## config.mk

```make
export PLATFORM = sky130hd
export DESIGN_NAME = dcache_lookup
export DESIGN_NICKNAME = d
export VERILOG_FILES = /design/src/source/dcache_addr_pkg.sv /design/src/source/dcache_line_pkg.sv /design/src/source/dcache_lookup.sv
export VERILOG_INCLUDE_DIRS = /design/src /design/src/source
export SDC_FILE = /design/constraint.sdc
export NUM_CORES = 1
export LEC_CHECK = 0
export BUFFER_PORTS_ARGS = -buffer_cell sky130_fd_sc_hd__buf_2
export CORE_AREA = 3 3 155 157
export CTS_CLUSTER_DIAMETER = 80
export DETAILED_ROUTE_END_ITERATION = 8
export DIE_AREA = 0 0 158 160
export PLACE_DENSITY = 0.68
export SETUP_SLACK_MARGIN = 0.3
export SYNTH_ARGS = -nofsm -noshare
export SYNTH_HDL_FRONTEND = slang
export SYNTH_SLANG_ARGS = --single-unit
```

## constraint.sdc

```tcl
create_clock -name CLK -period 3.54 [get_ports CLK]
set_input_delay 0.354 -clock CLK [delete_from_list [all_inputs] [get_ports CLK]]
set_output_delay 0.354 -clock CLK [all_outputs]
set_load 0.03 [all_outputs]
```

## src/source/dcache_defs.svh

```systemverilog
// cache geometry and field widths as macros; include wherever a width or size is needed
`ifndef DCACHE_DEFS_SVH
`define DCACHE_DEFS_SVH

`define DCACHE_WAYS 4          // associativity
`define DCACHE_SETS 256        // sets per way, one word each
`define DCACHE_WAY_W 2         // bits to name a way
`define DCACHE_AGE_W 2         // lru age bits per way

`define DCACHE_ADDR_W 20       // byte address, 1 MB space
`define DCACHE_INDEX_W 8       // set select
`define DCACHE_TAG_W 10        // upper address bits kept per line
`define DCACHE_OFFSET_W 2      // byte within word

`define DCACHE_WORD_W 32       // line = one word
`define DCACHE_BYTES 4         // byte lanes per word

// way i starts with age i, packed way 3 down to way 0
`define DCACHE_RESET_AGES 8'b11_10_01_00

`endif

```

## src/source/dcache_addr_pkg.sv

```systemverilog
// request address types, field extraction and store size encoding for the data cache
`include "dcache_defs.svh"

package dcache_addr_pkg;

    typedef logic [`DCACHE_ADDR_W-1:0]   dc_addr_t;    // byte address of a request
    typedef logic [`DCACHE_INDEX_W-1:0]  dc_index_t;   // set number
    typedef logic [`DCACHE_TAG_W-1:0]    dc_tag_t;     // compared against stored tag
    typedef logic [`DCACHE_OFFSET_W-1:0] dc_offset_t;  // byte lane of the access

    // store width, encoding kept from the cpu side
    typedef enum logic [1:0] {
        DC_SIZE_BYTE    = 2'b00,
        DC_SIZE_HALF    = 2'b01,
        DC_SIZE_WORD    = 2'b10,
        DC_SIZE_ILLEGAL = 2'b11   // writes nothing
    } dc_size_e;

    function automatic dc_offset_t dc_offset_of(dc_addr_t a);
        return a[`DCACHE_OFFSET_W-1:0];                          // bits 1:0
    endfunction

    function automatic dc_index_t dc_index_of(dc_addr_t a);
        return a[`DCACHE_OFFSET_W +: `DCACHE_INDEX_W];          // bits 9:2
    endfunction

    function automatic dc_tag_t dc_tag_of(dc_addr_t a);
        return a[`DCACHE_ADDR_W-1 -: `DCACHE_TAG_W];            // bits 19:10
    endfunction

endpackage

```

## src/source/dcache_line_pkg.sv

```systemverilog
// types for what a cache line holds: way number, lru age, data word and per-way flags
`include "dcache_defs.svh"

package dcache_line_pkg;

    typedef logic [`DCACHE_WAY_W-1:0]  dc_way_t;      // way 0..3
    typedef logic [`DCACHE_AGE_W-1:0]  dc_age_t;      // 0 newest, 3 oldest
    typedef logic [`DCACHE_WORD_W-1:0] dc_word_t;     // payload of one line
    typedef logic [`DCACHE_BYTES-1:0]  dc_be_t;       // byte lane enables
    typedef logic [`DCACHE_WAYS-1:0]   dc_way_vec_t;  // one flag per way

endpackage

```

## src/source/dcache_lookup.sv

```systemverilog
// request stage, tag compare, hit or victim way choice, lru and store-mask update, response
`include "dcache_defs.svh"

module dcache_lookup (
    input  logic                                         CLK,
    input  logic                                         arst_n,
    input  logic                                         read_en,
    input  logic                                         write_en,
    input  logic                                         fill,
    input  dcache_addr_pkg::dc_addr_t                    addr,
    input  dcache_addr_pkg::dc_size_e                    store_size,
    input  dcache_line_pkg::dc_word_t                    wdata,       // lane-aligned store data
    input  dcache_addr_pkg::dc_tag_t [`DCACHE_WAYS-1:0]  tags,
    input  dcache_line_pkg::dc_way_vec_t                 valid,
    input  dcache_line_pkg::dc_way_vec_t                 dirty,
    input  dcache_line_pkg::dc_age_t [`DCACHE_WAYS-1:0]  ages,
    input  dcache_line_pkg::dc_word_t [`DCACHE_WAYS-1:0] way_data,
    output logic                                         upd_en,
    output dcache_addr_pkg::dc_index_t                   upd_index,
    output dcache_line_pkg::dc_way_vec_t                 upd_tag_en,
    output dcache_addr_pkg::dc_tag_t                     upd_tag,
    output dcache_line_pkg::dc_way_vec_t                 upd_valid,
    output dcache_line_pkg::dc_way_vec_t                 upd_dirty,
    output dcache_line_pkg::dc_age_t [`DCACHE_WAYS-1:0]  upd_age,
    output dcache_line_pkg::dc_way_vec_t                 data_we,
    output dcache_line_pkg::dc_be_t                      data_be,
    output dcache_line_pkg::dc_word_t                    data_wdata,
    output logic                                         resp_valid,
    output logic                                         hit,
    output logic                                         miss,
    output dcache_line_pkg::dc_word_t                    rdata,
    output logic                                         evict_valid,
    output dcache_addr_pkg::dc_tag_t                     evict_tag,
    output dcache_line_pkg::dc_word_t                    evict_data,
    output logic                                         evict_dirty
);
    import dcache_addr_pkg::*;
    import dcache_line_pkg::*;

    // valid, hit, miss, rdata, evict valid, tag, data, dirty
    localparam int RESP_W = 3 + `DCACHE_WORD_W + 1 + `DCACHE_TAG_W + `DCACHE_WORD_W + 1;
    localparam dc_age_t AGE_OLDEST = dc_age_t'(`DCACHE_WAYS - 1);

    logic              rd_q, wr_q, fill_q;   // registered op strobes
    dc_addr_t          addr_q;
    dc_size_e          size_q;
    dc_word_t          wdata_q;
    dc_tag_t           req_tag;
    dc_offset_t        req_off;
    logic              lookup;               // read or store in stage 2
    logic              hit_any;
    logic              store_hit;            // hit store with at least one lane
    logic              evict_live;           // fill victim holds a valid line
    dc_way_vec_t       match;
    dc_way_vec_t       sel_onehot;
    dc_way_t           hit_way, victim, sel_way;
    dc_be_t            store_be;
    logic [RESP_W-1:0] resp_c, resp_s, resp_q;

    always_ff @(posedge CLK or negedge arst_n) begin
        if (!arst_n) begin
            rd_q   <= 1'b0;
            wr_q   <= 1'b0;
            fill_q <= 1'b0;
        end else begin
            rd_q   <= read_en;
            wr_q   <= write_en;
            fill_q <= fill;
        end
    end

    always_ff @(posedge CLK) begin
        addr_q  <= addr;
        size_q  <= store_size;
        wdata_q <= wdata;
    end

    assign req_tag = dc_tag_of(addr_q);
    assign req_off = dc_offset_of(addr_q);
    assign lookup  = rd_q || wr_q;

    always_comb begin
        match   = '0;
        hit_way = '0;
        for (int w = 0; w < `DCACHE_WAYS; w++) begin
            match[w] = valid[w] && (tags[w] == req_tag);
            if (match[w]) begin
                hit_way = dc_way_t'(w);
            end
        end
    end

    assign hit_any = lookup && (|match);

    // lowest invalid way wins, otherwise the oldest
    always_comb begin
        victim = '0;
        for (int w = `DCACHE_WAYS - 1; w >= 0; w--) begin
            if (ages[w] == AGE_OLDEST) begin
                victim = dc_way_t'(w);
            end
        end
        for (int w = `DCACHE_WAYS - 1; w >= 0; w--) begin
            if (!valid[w]) begin
                victim = dc_way_t'(w);
            end
        end
    end

    always_comb begin
        case (size_q)
            DC_SIZE_BYTE: store_be = dc_be_t'(1) << req_off;
            DC_SIZE_HALF: store_be = (req_off == 2'd0) ? 4'b0011 :
                                     (req_off == 2'd2) ? 4'b1100 : 4'b0000;
            DC_SIZE_WORD: store_be = (req_off == 2'd0) ? 4'b1111 : 4'b0000;
            default:      store_be = 4'b0000;   // illegal size, no lanes
        endcase
    end

    assign sel_way    = fill_q ? victim : hit_way;
    assign sel_onehot = dc_way_vec_t'(1) << sel_way;
    assign store_hit  = wr_q && hit_any && (store_be != '0);
    assign evict_live = fill_q && valid[victim];

    // touched way becomes newest, ways younger than it age by one
    always_comb begin
        for (int w = 0; w < `DCACHE_WAYS; w++) begin
            if (dc_way_t'(w) == sel_way) begin
                upd_age[w] = '0;
            end else if (ages[w] < ages[sel_way]) begin
                upd_age[w] = ages[w] + 1'b1;
            end else begin
                upd_age[w] = ages[w];
            end
        end
    end

    assign upd_en     = fill_q || hit_any;            // misses leave the set alone
    assign upd_index  = dc_index_of(addr_q);
    assign upd_tag_en = fill_q ? sel_onehot : '0;
    assign upd_tag    = req_tag;
    assign upd_valid  = fill_q ? (valid | sel_onehot) : valid;
    assign upd_dirty  = fill_q    ? (dirty & ~sel_onehot) :
                        store_hit ? (dirty | sel_onehot) : dirty;
    assign data_we    = (fill_q || store_hit) ? sel_onehot : '0;
    assign data_be    = fill_q ? '1 : store_be;        // fill writes whole word
    assign data_wdata = wdata_q;

    assign resp_c = {
        lookup || fill_q,
        hit_any,
        lookup && !hit_any,
        (rd_q && hit_any) ? way_data[hit_way] : dc_word_t'(0),
        evict_live,
        evict_live ? tags[victim] : dc_tag_t'(0),
        evict_live ? way_data[victim] : dc_word_t'(0),
        evict_live && dirty[victim]
    };

    // one extra stage puts the response after the second edge
    always_ff @(posedge CLK or negedge arst_n) begin
        if (!arst_n) begin
            resp_s <= '0;
            resp_q <= '0;
        end else begin
            resp_s <= resp_c;
            resp_q <= resp_s;
        end
    end

    assign {resp_valid, hit, miss, rdata, evict_valid, evict_tag, evict_data, evict_dirty} =
        resp_q;

    a_one_strobe: assert property (@(posedge CLK) disable iff (!arst_n)
        $onehot0({read_en, write_en, fill}))
        else $error("more than one request strobe high");

    // a tag is installed only into a way picked as victim, never twice per set
    a_one_match: assert property (@(posedge CLK) disable iff (!arst_n)
        lookup |-> $onehot0(match))
        else $error("tag matches in more than one way");

endmodule

```

==> results.py, run 1 <==
metrics = {
    "yosys": {
        "postSynth.asyncResetShare": 0.7488,
        "synth_fa_ha_area_frac": 0.01034,
        "synth_compound_area_frac": 0.07628,
        "synth_simple_gate_area_frac": 0.1009,
        "syn-num-nets": 960,
        "netlist_area_sq_um": 8956,
        "avgSynthCellArea_sq_um": 12.56,
        "yosys-top-cells-count": "161 x dfrtp_1, 73 x nand2_1, 54 x dfxtp_1, 44 x a21oi_1, 44 x and2_1",
        "yosysSeqAreaShare": 0.5706,
        "ys_warn_count": 0,
        "synth_most_common_cell": "dfrtp_1",
        "synth_top_family_by_area": "multiplexers",
        "synth_area_leaders": "dfrtp_1 45%, dfxtp_1 12%, mux4_2 11%",
        "synthXorXnorAreaFrac": 0.04009,
        "synth_top_area_frac": 0.4498,
        "ys.flop_type": "dfrtp_1",
        "yosys.area.top_type": "dfrtp_1",
        "synth_edf_count": 0,
        "synthCells": 713,
        "ys_ff_latch": 215,
        "yosysUniqueCellTypes": 50,
        "yosys-mux-area-fraction": 0.1545,
    },
    "power": {
        "p_int_mw": 4.560,
        "clkPwrFrac": 0.439,
        "power_frac_seq": 0.416,
        "leakagePower_nw": 6.575,
        "swShare": 0.2490,
        "combPwrFrac": 0.146,
        "totalPowerFinal_mw": 6.071,
        "vdd_drop_max_mv": 0.3359,
        "powerDensity_nw_per_um2": 462.5,
        "p_switching_mw": 1.512,
    },
    "sta": {
        "worst_hold_slack_ps": 83.44,
        "period_share": 0.9783,
        "timing.fmax_mhz": 288.7,
        "rsz0062_at_grt": "yes",
        "tns_ps": 0,
        "maxSlewViolCount": 0,
        "setup_viol": 0,
        "hold_viol": 0,
        "max_slew_margin": 0.3801,
        "finalClockSkew_ps": 11.60,
        "worst_pin_slew_ps": 929.9,
        "min_period_ps": 3463,
    },
    "place": {
        "hpwlAfterDp_um": 19750,
        "gp_congestion": 0.8703,
        "port_buffers": 400,
        "placed_cells": 1347,
    },
    "die": {
        "fp.dieArea_sq_um": 25280,
        "io_pins": 401,
        "coreArea_sq_um": 22640,
        "start_util": 0.3956,
        "fp.dieW_um": 158,
        "die_h_um": 160,
        "num_rows": 55,
    },
    "worst_setup_path": {
        "r2r_end": "resp_s[67]",
        "cp.depth": 10,
        "crit_end": "upd_age[1]",
        "crit_slowest_cell": "or3_4",
        "path_class": "register to primary output",
        "cp.required_ps": 3190,
        "cp_num_buf_inv": 2,
        "start_kind": "register",
        "cp_max_fo": 6,
        "worstRegToRegCells": 10,
        "cp_top_family": "compound AO/OA/AOI/OAI gates",
        "cp_cell_sequence": "xnor2_2 > nand4_1 > or3_4 > a21o_1 > mux2_4 > mux2i_2 > buf_6 > a311o_1 > a21oi_2 > buf_6",
        "timing.rr.start": "addr_q[16]",
        "crit_top_cell": "buf_6",
        "crit_start": "addr_q[16]",
        "rrSetupSlack_ps": 1000,
        "cp.arrival_ps": 3110,
        "end_kind": "primary output",
        "slowest_delay_ps": 420,
    },
    "routing": {
        "drtIter0Drc": 321,
        "drt-pass1-iter-count": 5,
        "avgRoutedWirePerCell_um": 19.61,
        "vias": 7502,
        "drc": 0,
        "avgViaCountPerCell": 5.086,
        "ant_nets": 0,
        "drt_wl_total_um": 28930,
    },
    "cts": {
        "clk_pin_slew_worst_paths_ps": 60,
        "cts_buffers": 25,
        "clockRootBuffer": "clkbuf_16",
        "cts_tree": "done",
        "clkSinkCount": 215,
        "htree_levels": 1,
        "clkLatencyLatePin_ps": 510,
        "clockBufferDepth": 3,
    },
    "grt": {
        "first_global_vias": 7803,
        "grt_max_degree": 97,
        "grt_use_total": 0.2171,
        "grt-busiest-layer": "met2",
        "antenna_found_initial": 4,
        "use_met1": 0.2591,
        "overflow": 0,
        "grt.met3_usage": 0.04336,
        "grt_first_pass_wirelength_um": 42720,
        "use_met2": 0.3840,
    },
    "finish": {
        "fin_nets": 1416,
        "num-fill-cells": 1854,
        "instances_no_fill": 1475,
        "area_delta_synth_final_pct": 46.59,
        "drive_above_1_share": 0.4907,
        "post-route-util": 0.5799,
    },
    "status": {
        "run_status": "completed",
    },
    "flow_run": {
        "drv_cap": 0,
    },
    "min_path": {
        "min_path_type": "input pin to register",
    },
}
[per-stage QoR]
step           instance area, sq um  worst slack (ps)
4_1_cts                       12890             132.6
3_3_place_gp                  11120             365.4
2_1_floorplan                  8956             380.6
3_5_place_dp                  11120             327.6
5_1_grt                       13130            -25.42
6_report                      13130             76.78
[power groups by stage]
stage | clock, mW | sequential [mW] | combinational, mW
detailed placement | 0 | 2.57 | 0.753
global placement | 0 | 2.57 | 0.746
floorplan | 0 | 2.61 | 0.392
CTS | 2.73 | 2.52 | 0.856
global route | 2.83 | 2.53 | 0.952
finish | 2.66 | 2.52 | 0.885
[cell usage in the layout (no fill, tap or decap), types with 4 or more instances in the layout]
cell type and count:
buf_2 384, dfrtp_1 161, nand2_1 73, dlygate4sd3_1 58
dfxtp_1 44, and2_1 43, mux4_2 42, a21oi_1 39
mux2i_1 34, buf_4 33, o211ai_1 32, xnor2_1 29
clkbuf_16 25, buf_6 18, nor2_1 17, inv_1 15
xnor2_2 12, nand4_1 11, dfxtp_4 10, o21a_1 5
a21oi_2 5, a31oi_1 5, nand3_1 4, maj3_2 4
ha_1 4, clkinv_2 4, bufinv_16 4, clkbuf_1 4
[cell type report]
| cell class | instances | area [sq um] | area share |
|---|---|---|---|
| multi-input cells | 417 | 3697 | 0.2816 |
| flip-flops and latches | 215 | 5147 | 0.3921 |
| well taps | 285 | 356.6 | 0.02716 |
| clock buffers | 31 | 668.1 | 0.05089 |
| diodes | 2 | 5.005 | 0.0003812 |
| repair buffers | 495 | 3000 | 0.2285 |
| clock inverters | 15 | 197.7 | 0.01506 |
| inverters | 15 | 56.30 | 0.004289 |
[layer usage]
layer	part of all wire	wire length, um	vias to the layer above
li1	-	-	3408
met1	0.37	10820	3672
met2	0.52	15080	351
met3	0.072	2082	67
met4	0.031	911	4
met5	0.00093	27	-
[registers in the layout, indices dropped and copies added, names as in the netlist]
register	cells
addr_q	20
data_wdata	32
fill_q	1
rd_q	1
resp_q	79
resp_s	79
size_q	2
wr_q	1
[worst min-delay path, delay by kind of cell]
family | cells | cell delay (ps)
AND/OR/NAND/NOR | 1 | 50
AO/OA/AOI/OAI | 1 | 50
buffers and inverters | 1 | 100
[cell families after synthesis]
kind of cell / count (synthesis)
flops: 215
simple gates: 180
compound gates: 105
buf+inv: 82
mux: 82
xor+xnor: 41
fa+ha+maj: 8
[worst min-delay path by stage]
stage                             start         end  depth (start not counted)
final                     way_data[110]  resp_s[58]                          3
after global routing      way_data[113]  resp_s[61]                          3
after CTS                 way_data[110]  resp_s[58]                          3
after detailed placement     resp_s[12]  resp_q[12]                          0
after global placement        resp_s[6]   resp_q[6]                          0
after floorplan                  arst_n      fill_q                          0
[repair_timing]
action	CTS	global route
hold endpoints to repair	115	0
hold buffers	58	0
pin swaps	17	19
setup endpoints to repair	18	17
resized for setup	60	47
cloned	2	0
buffers inserted	13	7
Note: power is estimated with default switching activity, not from simulation.
==> inputs of run 2 (changes only) <==
--- a/config.mk
+++ b/config.mk
@@ -7,11 +7,12 @@
 export NUM_CORES = 1
 export LEC_CHECK = 0
 export BUFFER_PORTS_ARGS = -buffer_cell sky130_fd_sc_hd__buf_2
-export CORE_AREA = 3 3 155 157
+export CORE_AREA = 3 3 157 159
+export CTS_BUF_LIST = sky130_fd_sc_hd__clkbuf_8
 export CTS_CLUSTER_DIAMETER = 80
 export DETAILED_ROUTE_END_ITERATION = 8
-export DIE_AREA = 0 0 158 160
-export PLACE_DENSITY = 0.68
+export DIE_AREA = 0 0 160 162
+export PLACE_DENSITY = 0.67
 export SETUP_SLACK_MARGIN = 0.3
 export SYNTH_ARGS = -nofsm -noshare
 export SYNTH_HDL_FRONTEND = slang
==> run 2 against run 1 <==
Compared with the run above: the flow now finishes with violations (negative setup slack); first-iteration DRC count rose by 31%; clock power is 18% lower; power decreased by 7.6%; combinational power grew 2%; hold slack got worse by 11 ps; sequential power about the same; clock skew rose by 13 ps; global-route usage up 0.73 points; core utilization decreased by 2.1 points.
==> results.py, run 2 (synthesis results as in run 1) <==
metrics = {
    "die": {
        "num_rows": 56,
        "start_util": 0.3827,
        "coreArea_sq_um": 23400,
        "io_pins": 401,
        "fp.dieArea_sq_um": 25920,
        "fp.dieW_um": 160,
        "die_h_um": 162,
    },
    "sta": {
        "min_period_ps": 3545,
        "maxSlewViolCount": 0,
        "rsz0062_at_grt": "yes",
        "max_slew_margin": 0.5017,
        "worst_pin_slew_ps": 746.7,
        "worst_hold_slack_ps": 72.00,
        "setup_slack_ps": -4.795,
        "period_share": 1.001,
        "finalClockSkew_ps": 24.80,
        "hold_viol": 0,
        "setup_viol": 1,
        "tns_ps": -4.795,
        "timing.fmax_mhz": 282.1,
    },
    "grt": {
        "grt-busiest-layer": "met2",
        "first_global_vias": 8018,
        "grt_first_pass_wirelength_um": 44910,
        "grt.met3_usage": 0.05611,
        "overflow": 0,
        "antenna_found_initial": 1,
        "use_met2": 0.3957,
        "grt_max_degree": 68,
        "grt_use_total": 0.2244,
        "use_met1": 0.2610,
    },
    "place": {
        "placed_cells": 1381,
        "pre_cts_slack_ps": 209.3,
        "hpwlAfterDp_um": 20220,
        "gp_congestion": 0.8699,
        "dpl_cell_area_sq_um": 11170,
        "port_buffers": 400,
    },
    "cts": {
        "clk_pin_slew_worst_paths_ps": 60,
        "clockBufferDepth": 3,
        "clkLatencyLatePin_ps": 530,
        "clockRootBuffer": "clkbuf_8",
        "cts_buffers": 39,
        "htree_levels": 2,
        "clkSinkCount": 215,
        "cts_tree": "done",
    },
    "status": {
        "run_status": "finished with violations",
        "violations": "negative setup slack",
    },
    "worst_setup_path": {
        "timing.rr.start": "addr_q[16]",
        "crit_slowest_cell": "dfxtp_4",
        "slowest_delay_ps": 370,
        "crit_top_cell": "buf_4",
        "cp.depth": 11,
        "rrSetupSlack_ps": 1060,
        "r2r_end": "resp_s[66]",
        "cp.required_ps": 3190,
        "path_class": "register to primary output",
        "end_kind": "primary output",
        "worstRegToRegCells": 9,
        "cp_top_family": "simple AND/OR/NAND/NOR gates",
        "cp.arrival_ps": 3190,
        "cp_num_buf_inv": 3,
        "crit_start": "addr_q[16]",
        "cp_cell_sequence": "xnor2_2 > nand4_1 > buf_4 > nor4_2 > a211oi_4 > mux2i_2 > mux2i_4 > buf_4 > a31oi_1 > o21a_1 > buf_6",
        "start_kind": "register",
        "cp_max_fo": 7,
    },
    "power": {
        "p_switching_mw": 1.520,
        "swShare": 0.2708,
        "leakagePower_nw": 6.634,
        "powerDensity_nw_per_um2": 428.9,
        "combPwrFrac": 0.160,
        "totalPowerFinal_mw": 5.613,
        "power_frac_seq": 0.450,
        "clkPwrFrac": 0.389,
        "p_int_mw": 4.093,
        "vdd_drop_max_mv": 0.2415,
    },
    "finish": {
        "fin_nets": 1429,
        "instances_no_fill": 1531,
        "post-route-util": 0.5592,
        "drive_above_1_share": 0.4843,
        "diodes": 0,
        "layout_common_cells": "385 x buf_2, 161 x dfrtp_1, 72 x nand2_1",
        "stdcell_area_sq_um": 13090,
        "area_delta_synth_final_pct": 46.13,
        "final_common_cell": "buf_2",
    },
    "routing": {
        "vias": 7581,
        "drt-pass1-iter-count": 4,
        "ant_nets": 0,
        "drc": 0,
        "drt_wl_total_um": 30300,
        "avgRoutedWirePerCell_um": 19.79,
        "avgViaCountPerCell": 4.952,
        "drtIter0Drc": 420,
    },
    "flow_run": {
        "drv_cap": 0,
    },
    "min_path": {
        "holdPathEnd": "resp_s[72]",
        "min_path_type": "input pin to register",
        "hold_start": "way_data[124]",
        "holdPathStages": 3,
    },
}
## run 2: cell types whose count changed in the layout (fill, tap and decap cells not counted), sizes merged
cell and delta:
inv +18, clkbuf +14, bufinv -4, buf -3
clkinvlp -3, bufbuf +2, diode -2
## run 2: how the worst max path moves through the flow
stage	slack, ps	to
3_5_place_dp	210	upd_age[4]
5_1_grt	-100	upd_age[4]
6_report	-5	upd_age[4]
3_3_place_gp	230	upd_age[4]
2_1_floorplan	380	upd_age[5]
4_1_cts	-30	upd_age[4]
## run 2: worst min-delay path: stages
cell	delay (ps)
buf_2	110
nand2_1	50
a21oi_1	50
## run 2: power by group through the flow
| stage | Combinational [mW] | Clock [mW] | Sequential, mW |
|---|---|---|---|
| global placement | 0.753 | 0 | 2.57 |
| CTS | 0.866 | 2.25 | 2.53 |
| global route | 0.964 | 2.36 | 2.53 |
| finish | 0.901 | 2.18 | 2.53 |
| floorplan | 0.392 | 0 | 2.61 |
| detailed placement | 0.761 | 0 | 2.57 |
## run 2: cell type report
type | instances | area (sq um)
timing repair buffer | 494 | 3065
sequential | 215 | 5137
tap | 319 | 399.1
inverter | 15 | 56.30
multi-input combinational | 417 | 3695
fill | 1985 | 10310
clock inverter | 26 | 115.1
clock buffer | 45 | 619.3
## run 2: repair_timing
item	in CTS	in global routing
hold endpoints to repair	122	0
buffers inserted	14	3
hold buffers	58	0
endpoints found under the setup margin	17	18
resized for setup	60	32
pin swaps	9	10
gates cloned	3	1
## run 2: per-layer routing
metal / wire length [um] / part of all wire
met1: 11250 / 0.37
met2: 15570 / 0.51
met3: 2392 / 0.079
met4: 1081 / 0.036
met5: 13 / 0.00043
